### config.mk
export PLATFORM = sky130hd
export DESIGN_NAME = hmc_init_top
export DESIGN_NICKNAME = d
export VERILOG_FILES = /design/src/hw/hmc_rf_pkg.sv /design/src/hw/hmc_init_pkg.sv /design/src/hw/iic_done_sync.sv /design/src/hw/init_sequencer.sv /design/src/hw/ctrl_regfile.sv /design/src/hw/hmc_init_top.sv
export SDC_FILE = /design/constraint.sdc
export NUM_CORES = 1
export LEC_CHECK = 0
export ABC_AREA = 1
export ABC_CLOCK_PERIOD_IN_PS = 1800
export BUFFER_PORTS_ARGS = -buffer_cell sky130_fd_sc_hd__buf_2
export CAP_MARGIN = 5
export CORE_AREA = 3 3 69 135
export CTS_CLUSTER_DIAMETER = 200
export DETAILED_ROUTE_END_ITERATION = 10
export DIE_AREA = 0 0 72 138
export HOLD_SLACK_MARGIN = 0.05
export PLACE_DENSITY = 0.52
export SLEW_MARGIN = 20
export SYNTH_ARGS = -nofsm -noshare
export SYNTH_HDL_FRONTEND = slang
export SYNTH_SLANG_ARGS = --single-unit
### constraint.sdc
create_clock -name clk_hmc -period 1.8 [get_ports clk_hmc]
set_clock_uncertainty 0.1 [all_clocks]
set_input_delay 0.09 -clock clk_hmc [delete_from_list [all_inputs] [get_ports clk_hmc]]
set_output_delay 0.09 -clock clk_hmc [all_outputs]
set_load 0.01 [all_outputs]
### src/hw/hmc_rf_pkg.sv
`default_nettype none

package hmc_rf_pkg;

  // ----------------------------------------
  // register file geometry and map
  // ----------------------------------------
  localparam int unsigned RF_AWIDTH = 5;
  localparam int unsigned RF_DWIDTH = 64;

  localparam logic [RF_AWIDTH-1:0] STATUS_GENERAL_ADDR = 5'h0;
  localparam logic [RF_AWIDTH-1:0] STATUS_INIT_ADDR    = 5'h1;
  localparam logic [RF_AWIDTH-1:0] CONTROL_ADDR        = 5'h2;

  // enable to complete, in clock cycles
  localparam int unsigned RF_ACCESS_LATENCY = 2;

  // ----------------------------------------
  // control word layout
  // ----------------------------------------
  localparam int unsigned CTRL_P_RST_N_BIT   = 0;
  localparam int unsigned CTRL_INIT_CONT_BIT = 1;
  localparam int unsigned CTRL_TOKENS_LSB    = 16;
  localparam int unsigned CTRL_TOKENS_W      = 8;

  // fixed link fields, irtry counts sit at 36:32 and 44:40
  localparam logic [4:0] CTRL_IRTRY_RX_THR = 5'h10;
  localparam logic [4:0] CTRL_IRTRY_TX     = 5'h18;
  localparam logic [7:0] CTRL_RX_TOKENS    = 8'hff;
  // single mode bit at position 4, always set during bring-up
  localparam logic [RF_DWIDTH-1:0] CTRL_MODE_BITS = 64'h10;

  // release word: cube out of reset, tokens and link fields loaded
  localparam logic [RF_DWIDTH-1:0] CTRL_RELEASE_WORD =
      (64'(CTRL_IRTRY_TX) << 40) |
      (64'(CTRL_IRTRY_RX_THR) << 32) |
      (64'(CTRL_RX_TOKENS) << CTRL_TOKENS_LSB) |
      CTRL_MODE_BITS |
      (64'd1 << CTRL_P_RST_N_BIT);

  // same word, descramblers now allowed to lock
  localparam logic [RF_DWIDTH-1:0] CTRL_INIT_CONT_WORD =
      CTRL_RELEASE_WORD | (64'd1 << CTRL_INIT_CONT_BIT);

  // ----------------------------------------
  // status word views
  // ----------------------------------------
  typedef struct packed {
    logic [62:0] reserved;
    logic        link_up;
  } status_general_t;

  typedef struct packed {
    logic [14:0] reserved_hi;
    logic        all_aligned;
    logic [39:0] reserved_lo;
    logic [7:0]  lane_locked;
  } status_init_t;

  // one 64-bit read word, meaning depends on the address read
  typedef union packed {
    status_general_t status_general;
    status_init_t    status_init;
  } rf_word_u;

endpackage

`default_nettype wire

### src/hw/hmc_init_pkg.sv
`default_nettype none

package hmc_init_pkg;

  // ----------------------------------------
  // bring-up FSM states
  // ----------------------------------------
  typedef enum logic [3:0] {
    RELEASE_RST,
    WAIT_REL_ACK,
    WAIT_IIC,
    SET_INIT_CONT,
    WAIT_CONT_ACK,
    READ_INIT,
    WAIT_INIT_ACK,
    READ_GENERAL,
    WAIT_GENERAL_ACK,
    DONE,
    FAIL
  } init_state_e;

  // ----------------------------------------
  // status polling bound
  // ----------------------------------------
  // completed status reads before giving up
  localparam int unsigned POLL_LIMIT = 64;
  localparam int unsigned POLL_CNT_W = 7;

  // ----------------------------------------
  // side-band done qualification
  // ----------------------------------------
  localparam int unsigned IIC_STABLE_CYCLES = 8;
  localparam int unsigned IIC_CNT_W         = 4;

endpackage

`default_nettype wire

### src/hw/iic_done_sync.sv
`timescale 1ns/1ps
`default_nettype none

module iic_done_sync
  import hmc_init_pkg::*;
(
  input  wire  clk_hmc,
  input  wire  rst_i,
  input  logic iic_done_i,
  output logic iic_ready_o
);

  // two-flop synchronizer, stage 1 is the usable value
  logic [1:0]           sync_q;
  logic [IIC_CNT_W-1:0] stable_cnt_q;
  logic                 cnt_last;

  // this high cycle completes the stable window
  assign cnt_last = (stable_cnt_q == IIC_CNT_W'(IIC_STABLE_CYCLES - 1));

  always_ff @(posedge clk_hmc) begin
    if (rst_i) begin
      sync_q       <= '0;
      stable_cnt_q <= '0;
      iic_ready_o  <= 1'b0;
    end else begin
      sync_q <= {sync_q[0], iic_done_i};
      if (!sync_q[1]) begin
        // any low cycle restarts the window and drops ready
        stable_cnt_q <= '0;
        iic_ready_o  <= 1'b0;
      end else if (stable_cnt_q != IIC_CNT_W'(IIC_STABLE_CYCLES)) begin
        // saturate once the window is full
        stable_cnt_q <= stable_cnt_q + 1'b1;
        if (cnt_last) begin
          iic_ready_o <= 1'b1;
        end
      end
    end
  end

  // ready may only rise after a full window of high synchronized samples
  a_ready_qualified : assert property (@(posedge clk_hmc) disable iff (rst_i)
    $rose(iic_ready_o) |-> $past(sync_q[1], 1) && $past(sync_q[1], IIC_STABLE_CYCLES))
    else $error("iic_ready_o rose without a stable synchronized input");

endmodule

`default_nettype wire

### src/hw/init_sequencer.sv
`timescale 1ns/1ps
`default_nettype none

module init_sequencer
  import hmc_rf_pkg::*, hmc_init_pkg::*;
(
  input  wire                  clk_hmc,
  input  wire                  rst_i,
  input  logic                 iic_ready_i,
  output logic [RF_AWIDTH-1:0] rf_address_o,
  output logic [RF_DWIDTH-1:0] rf_write_data_o,
  output logic                 rf_write_en_o,
  output logic                 rf_read_en_o,
  input  rf_word_u             rf_read_data_i,
  input  logic                 rf_access_complete_i,
  output logic                 init_done_o,
  output logic                 init_fail_o
);

  init_state_e           state_q;
  logic [POLL_CNT_W-1:0] poll_cnt_q;
  logic                  lanes_ready;
  logic                  link_ready;
  logic                  poll_last;

  // ----------------------------------------
  // read word decode
  // ----------------------------------------
  // init view: every lane descrambler locked plus global alignment
  assign lanes_ready = (rf_read_data_i.status_init.lane_locked == 8'hff) &&
                       rf_read_data_i.status_init.all_aligned;
  // general view: link ready for traffic
  assign link_ready  = rf_read_data_i.status_general.link_up;
  // the read completing now is the last one allowed
  assign poll_last   = (poll_cnt_q == POLL_CNT_W'(POLL_LIMIT - 1));

  // ----------------------------------------
  // bring-up FSM
  // ----------------------------------------
  // enables are set on entry to an issue state and last that one cycle
  always_ff @(posedge clk_hmc) begin
    if (rst_i) begin
      state_q       <= RELEASE_RST;
      rf_write_en_o <= 1'b0;
      rf_read_en_o  <= 1'b0;
      poll_cnt_q    <= '0;
      init_done_o   <= 1'b0;
      init_fail_o   <= 1'b0;
    end else begin
      rf_write_en_o <= 1'b0;
      rf_read_en_o  <= 1'b0;
      case (state_q)
        RELEASE_RST: begin
          // first cycle out of reset raises the release write
          if (!rf_write_en_o) begin
            rf_write_en_o   <= 1'b1;
            rf_address_o    <= CONTROL_ADDR;
            rf_write_data_o <= CTRL_RELEASE_WORD;
          end else begin
            state_q <= WAIT_REL_ACK;
          end
        end
        WAIT_REL_ACK: begin
          if (rf_access_complete_i) begin
            state_q <= WAIT_IIC;
          end
        end
        WAIT_IIC: begin
          // side-band config finished, let descramblers lock
          if (iic_ready_i) begin
            rf_write_en_o   <= 1'b1;
            rf_address_o    <= CONTROL_ADDR;
            rf_write_data_o <= CTRL_INIT_CONT_WORD;
            state_q         <= SET_INIT_CONT;
          end
        end
        SET_INIT_CONT: state_q <= WAIT_CONT_ACK;
        WAIT_CONT_ACK: begin
          if (rf_access_complete_i) begin
            rf_read_en_o <= 1'b1;
            rf_address_o <= STATUS_INIT_ADDR;
            state_q      <= READ_INIT;
          end
        end
        READ_INIT: state_q <= WAIT_INIT_ACK;
        WAIT_INIT_ACK: begin
          if (rf_access_complete_i) begin
            poll_cnt_q <= poll_cnt_q + 1'b1;
            if (poll_last) begin
              init_fail_o <= 1'b1;
              state_q     <= FAIL;
            end else if (lanes_ready) begin
              // lanes are up, now ask for link state
              rf_read_en_o <= 1'b1;
              rf_address_o <= STATUS_GENERAL_ADDR;
              state_q      <= READ_GENERAL;
            end else begin
              rf_read_en_o <= 1'b1;
              rf_address_o <= STATUS_INIT_ADDR;
              state_q      <= READ_INIT;
            end
          end
        end
        READ_GENERAL: state_q <= WAIT_GENERAL_ACK;
        WAIT_GENERAL_ACK: begin
          if (rf_access_complete_i) begin
            poll_cnt_q <= poll_cnt_q + 1'b1;
            if (link_ready) begin
              // success beats the limit on the same read
              init_done_o <= 1'b1;
              state_q     <= DONE;
            end else if (poll_last) begin
              init_fail_o <= 1'b1;
              state_q     <= FAIL;
            end else begin
              // link not up yet, start over at the lane check
              rf_read_en_o <= 1'b1;
              rf_address_o <= STATUS_INIT_ADDR;
              state_q      <= READ_INIT;
            end
          end
        end
        // terminal, only reset leaves these
        DONE: state_q <= DONE;
        FAIL: state_q <= FAIL;
        default: begin
          init_fail_o <= 1'b1;
          state_q     <= FAIL;
        end
      endcase
    end
  end

  a_one_enable : assert property (@(posedge clk_hmc) disable iff (rst_i)
    !(rf_write_en_o && rf_read_en_o))
    else $error("read and write enable high together");

  // waiting on the register file means no new access may be pending
  a_no_issue_in_wait : assert property (@(posedge clk_hmc) disable iff (rst_i)
    (state_q inside {WAIT_REL_ACK, WAIT_CONT_ACK, WAIT_INIT_ACK, WAIT_GENERAL_ACK})
      |-> !(rf_write_en_o || rf_read_en_o))
    else $error("register access issued during a wait state");

endmodule

`default_nettype wire

### src/hw/ctrl_regfile.sv
`timescale 1ns/1ps
`default_nettype none

module ctrl_regfile
  import hmc_rf_pkg::*;
(
  input  wire                      clk_hmc,
  input  wire                      rst_i,
  input  logic [RF_AWIDTH-1:0]     rf_address_i,
  input  logic [RF_DWIDTH-1:0]     rf_write_data_i,
  input  logic                     rf_write_en_i,
  input  logic                     rf_read_en_i,
  output rf_word_u                 rf_read_data_o,
  output logic                     rf_access_complete_o,
  input  logic [7:0]               lane_locked_i,
  input  logic                     lanes_aligned_i,
  input  logic                     link_up_i,
  output logic                     p_rst_n_o,
  output logic                     init_cont_set_o,
  output logic [CTRL_TOKENS_W-1:0] rx_tokens_o
);

  // one bit per cycle an access is in flight
  logic [RF_ACCESS_LATENCY-1:0] acc_pipe_q;
  logic                         acc_wr_q;
  logic [RF_DWIDTH-1:0]         ctrl_q;
  rf_word_u                     rd_word;
  logic                         acc_start;

  assign acc_start = rf_write_en_i || rf_read_en_i;

  // ----------------------------------------
  // read word assembly
  // ----------------------------------------
  always_comb begin
    // reserved fields read as zero
    rd_word = '0;
    case (rf_address_i)
      STATUS_GENERAL_ADDR: begin
        rd_word.status_general.link_up = link_up_i;
      end
      STATUS_INIT_ADDR: begin
        rd_word.status_init.lane_locked = lane_locked_i;
        rd_word.status_init.all_aligned = lanes_aligned_i;
      end
      CONTROL_ADDR: rd_word = rf_word_u'(ctrl_q);
      default: ;
    endcase
  end

  // link inputs sampled in the enable cycle, held through completion
  always_ff @(posedge clk_hmc) begin
    if (rf_read_en_i) begin
      rf_read_data_o <= rd_word;
    end
  end

  // ----------------------------------------
  // access pipeline and control register
  // ----------------------------------------
  always_ff @(posedge clk_hmc) begin
    if (rst_i) begin
      acc_pipe_q <= '0;
      acc_wr_q   <= 1'b0;
      ctrl_q     <= '0;
    end else begin
      acc_pipe_q <= {acc_pipe_q[RF_ACCESS_LATENCY-2:0], acc_start};
      if (acc_start) begin
        acc_wr_q <= rf_write_en_i;
      end
      // lands so the new value shows in the complete cycle
      if (acc_pipe_q[RF_ACCESS_LATENCY-2] && acc_wr_q && (rf_address_i == CONTROL_ADDR)) begin
        ctrl_q <= rf_write_data_i;
      end
    end
  end

  assign rf_access_complete_o = acc_pipe_q[RF_ACCESS_LATENCY-1];

  // link control pins straight off the control fields
  assign p_rst_n_o       = ctrl_q[CTRL_P_RST_N_BIT];
  assign init_cont_set_o = ctrl_q[CTRL_INIT_CONT_BIT];
  assign rx_tokens_o     = ctrl_q[CTRL_TOKENS_LSB +: CTRL_TOKENS_W];

  a_single_access : assert property (@(posedge clk_hmc) disable iff (rst_i)
    acc_start |-> (acc_pipe_q == '0))
    else $error("register access started while another is in flight");

endmodule

`default_nettype wire

### src/hw/hmc_init_top.sv
`timescale 1ns/1ps
`default_nettype none

module hmc_init_top
  import hmc_rf_pkg::*;
(
  input  wire        clk_hmc,
  input  wire        rst_i,
  input  logic       iic_done_i,
  input  logic [7:0] lane_locked_i,
  input  logic       lanes_aligned_i,
  input  logic       link_up_i,
  output logic       p_rst_n_o,
  output logic       init_cont_set_o,
  output logic [7:0] rx_tokens_o,
  output logic       init_done_o,
  output logic       init_fail_o
);

  // ----------------------------------------
  // internal nets
  // ----------------------------------------
  logic                 iic_ready;
  logic [RF_AWIDTH-1:0] rf_address;
  logic [RF_DWIDTH-1:0] rf_write_data;
  logic                 rf_write_en;
  logic                 rf_read_en;
  rf_word_u             rf_read_data;
  logic                 rf_access_complete;

  // side-band done qualification
  iic_done_sync u_iic_done_sync (
    .clk_hmc     (clk_hmc),
    .rst_i       (rst_i),
    .iic_done_i  (iic_done_i),
    .iic_ready_o (iic_ready)
  );

  // bring-up FSM, sole master of the register port
  init_sequencer u_init_sequencer (
    .clk_hmc              (clk_hmc),
    .rst_i                (rst_i),
    .iic_ready_i          (iic_ready),
    .rf_address_o         (rf_address),
    .rf_write_data_o      (rf_write_data),
    .rf_write_en_o        (rf_write_en),
    .rf_read_en_o         (rf_read_en),
    .rf_read_data_i       (rf_read_data),
    .rf_access_complete_i (rf_access_complete),
    .init_done_o          (init_done_o),
    .init_fail_o          (init_fail_o)
  );

  // controller register model
  ctrl_regfile u_ctrl_regfile (
    .clk_hmc              (clk_hmc),
    .rst_i                (rst_i),
    .rf_address_i         (rf_address),
    .rf_write_data_i      (rf_write_data),
    .rf_write_en_i        (rf_write_en),
    .rf_read_en_i         (rf_read_en),
    .rf_read_data_o       (rf_read_data),
    .rf_access_complete_o (rf_access_complete),
    .lane_locked_i        (lane_locked_i),
    .lanes_aligned_i      (lanes_aligned_i),
    .link_up_i            (link_up_i),
    .p_rst_n_o            (p_rst_n_o),
    .init_cont_set_o      (init_cont_set_o),
    .rx_tokens_o          (rx_tokens_o)
  );

endmodule

`default_nettype wire

==> qor.csv <==
stage;metric;value;unit
global_route;GR Util met3;2.03;%
power;P_sw;1090;uW
clock_network;Skew-Pair Late Insertion Delay;0.29;ns
die;Core Area;8410;um^2
sta;final setup fails;0;
power;Max rail drop VDD;0.601;mV
global_route;largest net degree at the start of global routing;15;
power;Comb pwr share;31.1;%
sta;Slew Viols, Final;0;
final_layout;register area;906;um^2
final_layout;# fillers;902;
clock_network;H-tree depth;2;
synthesis;synthesis-stage register bit count;39;
global_route;GR peak layer;met2;
job;max-cap violations;0;
sta;Worst Tran Pin Value;0.448;ns
global_route;global routing usage on met1;9.58;%
route;Routed Antenna Nets;0;
sta;Rel. slew slack;70.1;%
synthesis;Post-synth ARST share;0;%
hold_path;worst hold path type;primary input to flop;
synthesis;Synthesis Warnings;0;
route;drt first pass iters;4;
power;PwrDens;1230;nW/um^2
worst_setup_path;CP peak stage delay;0.42;ns
global_route;All-Layer GR Usage;10.8;%
sta;Hold Vio Cnt, Final;0;
placed_design;post-detail-place hpwl;3910;um
hold_path;hold wc startpoint;rst_i;
worst_setup_path;R2R depth;7;
clock_network;CTS tree;yes;
synthesis;Mean Syn Cell Area;7.49;um^2
worst_setup_path;slowest CP cell;dfxtp_2;
final_layout;synthesis-to-finish area growth;22.8;%
synthesis;count of cell types in the netlist;32;
power;Clk pwr share;32.8;%
placed_design;DP Area;2280;um^2
global_route;GR Layer Usage met2;20.5;%
clock_network;setup bufs post-CTS;0;
hold_path;Min-Delay Endpoint;u_iic_done_sync.sync_q[0];
final_layout;share of layout cells above drive strength 1;19.0;%
route;wirelength, routed;4990;um
clock_network;Root Buffer Master;clkbuf_16;
global_route;number of global-route vias before repair;1823;
synthesis;Synth Flop Type;dfxtp_1;
route;drt drc;0;
synthesis;synthesized area;2070;um^2
final_layout;Multi-input gate area;951;um^2
route;initial DRC count;58;
worst_setup_path;crit path DAT;1.58;ns
clock_network;clk buf depth;2;
sta;min Tclk post-route;1.67;ns
worst_setup_path;worst path cell trace;inv_2, nor2_1, nand2_1, o21ai_0, nand2_1, nor4_1, buf_4;
worst_setup_path;FF-to-FF setup slack;0.13;ns
worst_setup_path;critical path peak fanout;8;
route;Via Count;1885;
placed_design;I/O Buffers;24;
worst_setup_path;r2r startpoint;u_init_sequencer.state_q[3];
sta;RSZ-0062 raised after global routing;false;
synthesis;Synth Net Count;296;
power;Lkg Pwr;0.00114;uW
global_route;gr ovfl total;0;
power;Switching Fraction;34.8;%
worst_setup_path;Worst EP required;1.71;ns
die;Site Rows;47;
clock_network;Clock Sinks;39;
power;cell-internal power;2040;uW
die;area of the die;9940;um^2
final_layout;ant diodes;0;
hold_path;hold depth;2;
synthesis;Seq/Total Area, Yosys;43.6;%
clock_network;Clk pin slew, worst setup/hold paths;0.06;ns
final_layout;most frequent cells in the layout;nand2_1 (58), nor2_1 (42), inv_1 (36), buf_2 (24), dfxtp_1 (23);
clock_network;Inserted Clock Buffers;5;
die;# IOs;25;
worst_setup_path;critical path class;flop to flop;
worst_setup_path;Startpoint Class;flop;
synthesis;cells after synthesis;276;
global_route;first-pass GRT wire length;8250;um
worst_setup_path;most used cell, CP;nand2_1;
synthesis;Post-synth EDFFs;12;
final_layout;Nets;330;
worst_setup_path;buffer and inverter count on the worst path;2;
die;chip width;72;um
sta;TNS Setup;0;ns
final_layout;commonest non-fill, non-tap cell in the layout;nand2_1;
status;status;finished, final reports clean;
placed_design;GPL Wtd Cong;0.916;
final_layout;finished layout cell area;2540;um^2
die;Initial Utilization;24.6;%
power;share of power burned in registers;36.1;%
worst_setup_path;CP Capture Type;flop;
worst_setup_path;critical path's top delay family;simple AND/OR/NAND/NOR gates;
sta;Max Fclk;600;MHz
route;routed length per placed instance;12.2;um
worst_setup_path;FF-to-FF End;u_init_sequencer.rf_address_o[1];
die;die height;138;um
sta;final clock period utilization by the worst path;92.5;%
global_route;initial antenna violation count;0;
route;Avg Vias per Cell;4.61;
power groups by stage:
stage | combinational [uW] | clock [uW] | sequential, uW
after floorplan | 681 | 0 | 1130
final | 973 | 1030 | 1130
after global placement | 959 | 0 | 1140
after global routing | 1120 | 1090 | 1140
after detailed placement | 962 | 0 | 1140
after CTS | 977 | 1060 | 1120
state kept, by name, summed over array words and instances, names as in the netlist:
signal                            count
u_ctrl_regfile.rf_read_data_o         9
u_init_sequencer.rf_write_en_o        1
u_iic_done_sync.stable_cnt_q          4
u_iic_done_sync.sync_q                2
u_init_sequencer.poll_cnt_q           7
u_init_sequencer.state_q              4
u_init_sequencer.rf_read_en_o         1
u_ctrl_regfile.acc_pipe_q             2
u_init_sequencer.init_fail_o          1
u_init_sequencer.rf_address_o         2
u_iic_done_sync.iic_ready_o           1
u_ctrl_regfile.acc_wr_q               1
u_init_sequencer.init_done_o          1
u_ctrl_regfile.ctrl_q                 2
u_init_sequencer.rf_write_data_o      1
metrics by stage:
stage                     hold slack (ns)  util [%]  total power (uW)  setup WS [ns]  cells
final                              0.0651      30.2              3130          0.135    409
after global placement              0.195      27.2              2090          0.106    394
after CTS                          0.0734      30.0              3150         0.0359    409
after floorplan                    0.0591         -              1810          0.199    276
after detailed placement            0.197      27.2              2100         0.0360    394
after global routing               0.0805      30.2              3350         0.0213    409
cell families after synthesis:
logic type	Yosys count	synth area share, %
xor gates and xnor gates	2	0.848
AOI/OAI and AO/OA	38	10.0
DFF	39	43.6
buffers and inverters	50	10.8
adders and majority gates	7	4.24
and+or+nand+nor	140	30.5
cells in the mapped netlist, types with 3 or more instances:
cell type / count / area (um^2)
edfxtp_1: 12 / 360
o21ai_0: 12 / 60.1
o21ai_1: 3 / 15.0
nand2_1: 58 / 218
inv_1: 36 / 135
nor2_1: 42 / 158
nand3_1: 19 / 95.1
inv_2: 4 / 15.0
a21oi_1: 16 / 80.1
buf_4: 8 / 60.1
ha_1: 7 / 87.6
nand3_2: 3 / 30.0
dfxtp_1: 27 / 541
nor2_2: 3 / 18.8
layer usage:
metal	part of all wire [%]	wire (um)
met1	34	1700
met2	58	2890
met3	3.4	172
met4	4.6	230
met5	0	0
worst max path at each step:
stage                                        start                                to  slack [ns]  cells past startpoint
finish                 u_init_sequencer.state_q[3]  u_init_sequencer.rf_address_o[1]        0.13                      7
global route        u_init_sequencer.poll_cnt_q[0]       u_init_sequencer.state_q[0]        0.02                      9
CTS                    u_init_sequencer.state_q[3]  u_init_sequencer.rf_address_o[1]        0.04                      7
detailed placement     u_init_sequencer.state_q[2]  u_init_sequencer.rf_address_o[1]        0.04                      7
global placement       u_init_sequencer.state_q[3]  u_init_sequencer.rf_address_o[0]        0.11                      7
floorplan              u_init_sequencer.state_q[0]  u_init_sequencer.rf_address_o[0]        0.20                      5
what timing repair did:
| item | CTS | global route |
|---|---|---|
| hold buffers | 7 | 0 |
| endpoints found under the hold margin | 7 | 0 |
| resized for setup | 0 | 7 |
| setup endpoints to repair | 0 | 4 |
layout make-up:
type                    instances  area share, %
well taps                      98           4.83
flip-flops and latches         39           35.7
inverters                      41           6.26
repair buffers                 36           8.97
clock buffers                   5           4.93
clock inverters                 3           1.82
multi-input cells             187           37.5
Note: power is estimated with default switching activity, not from simulation.
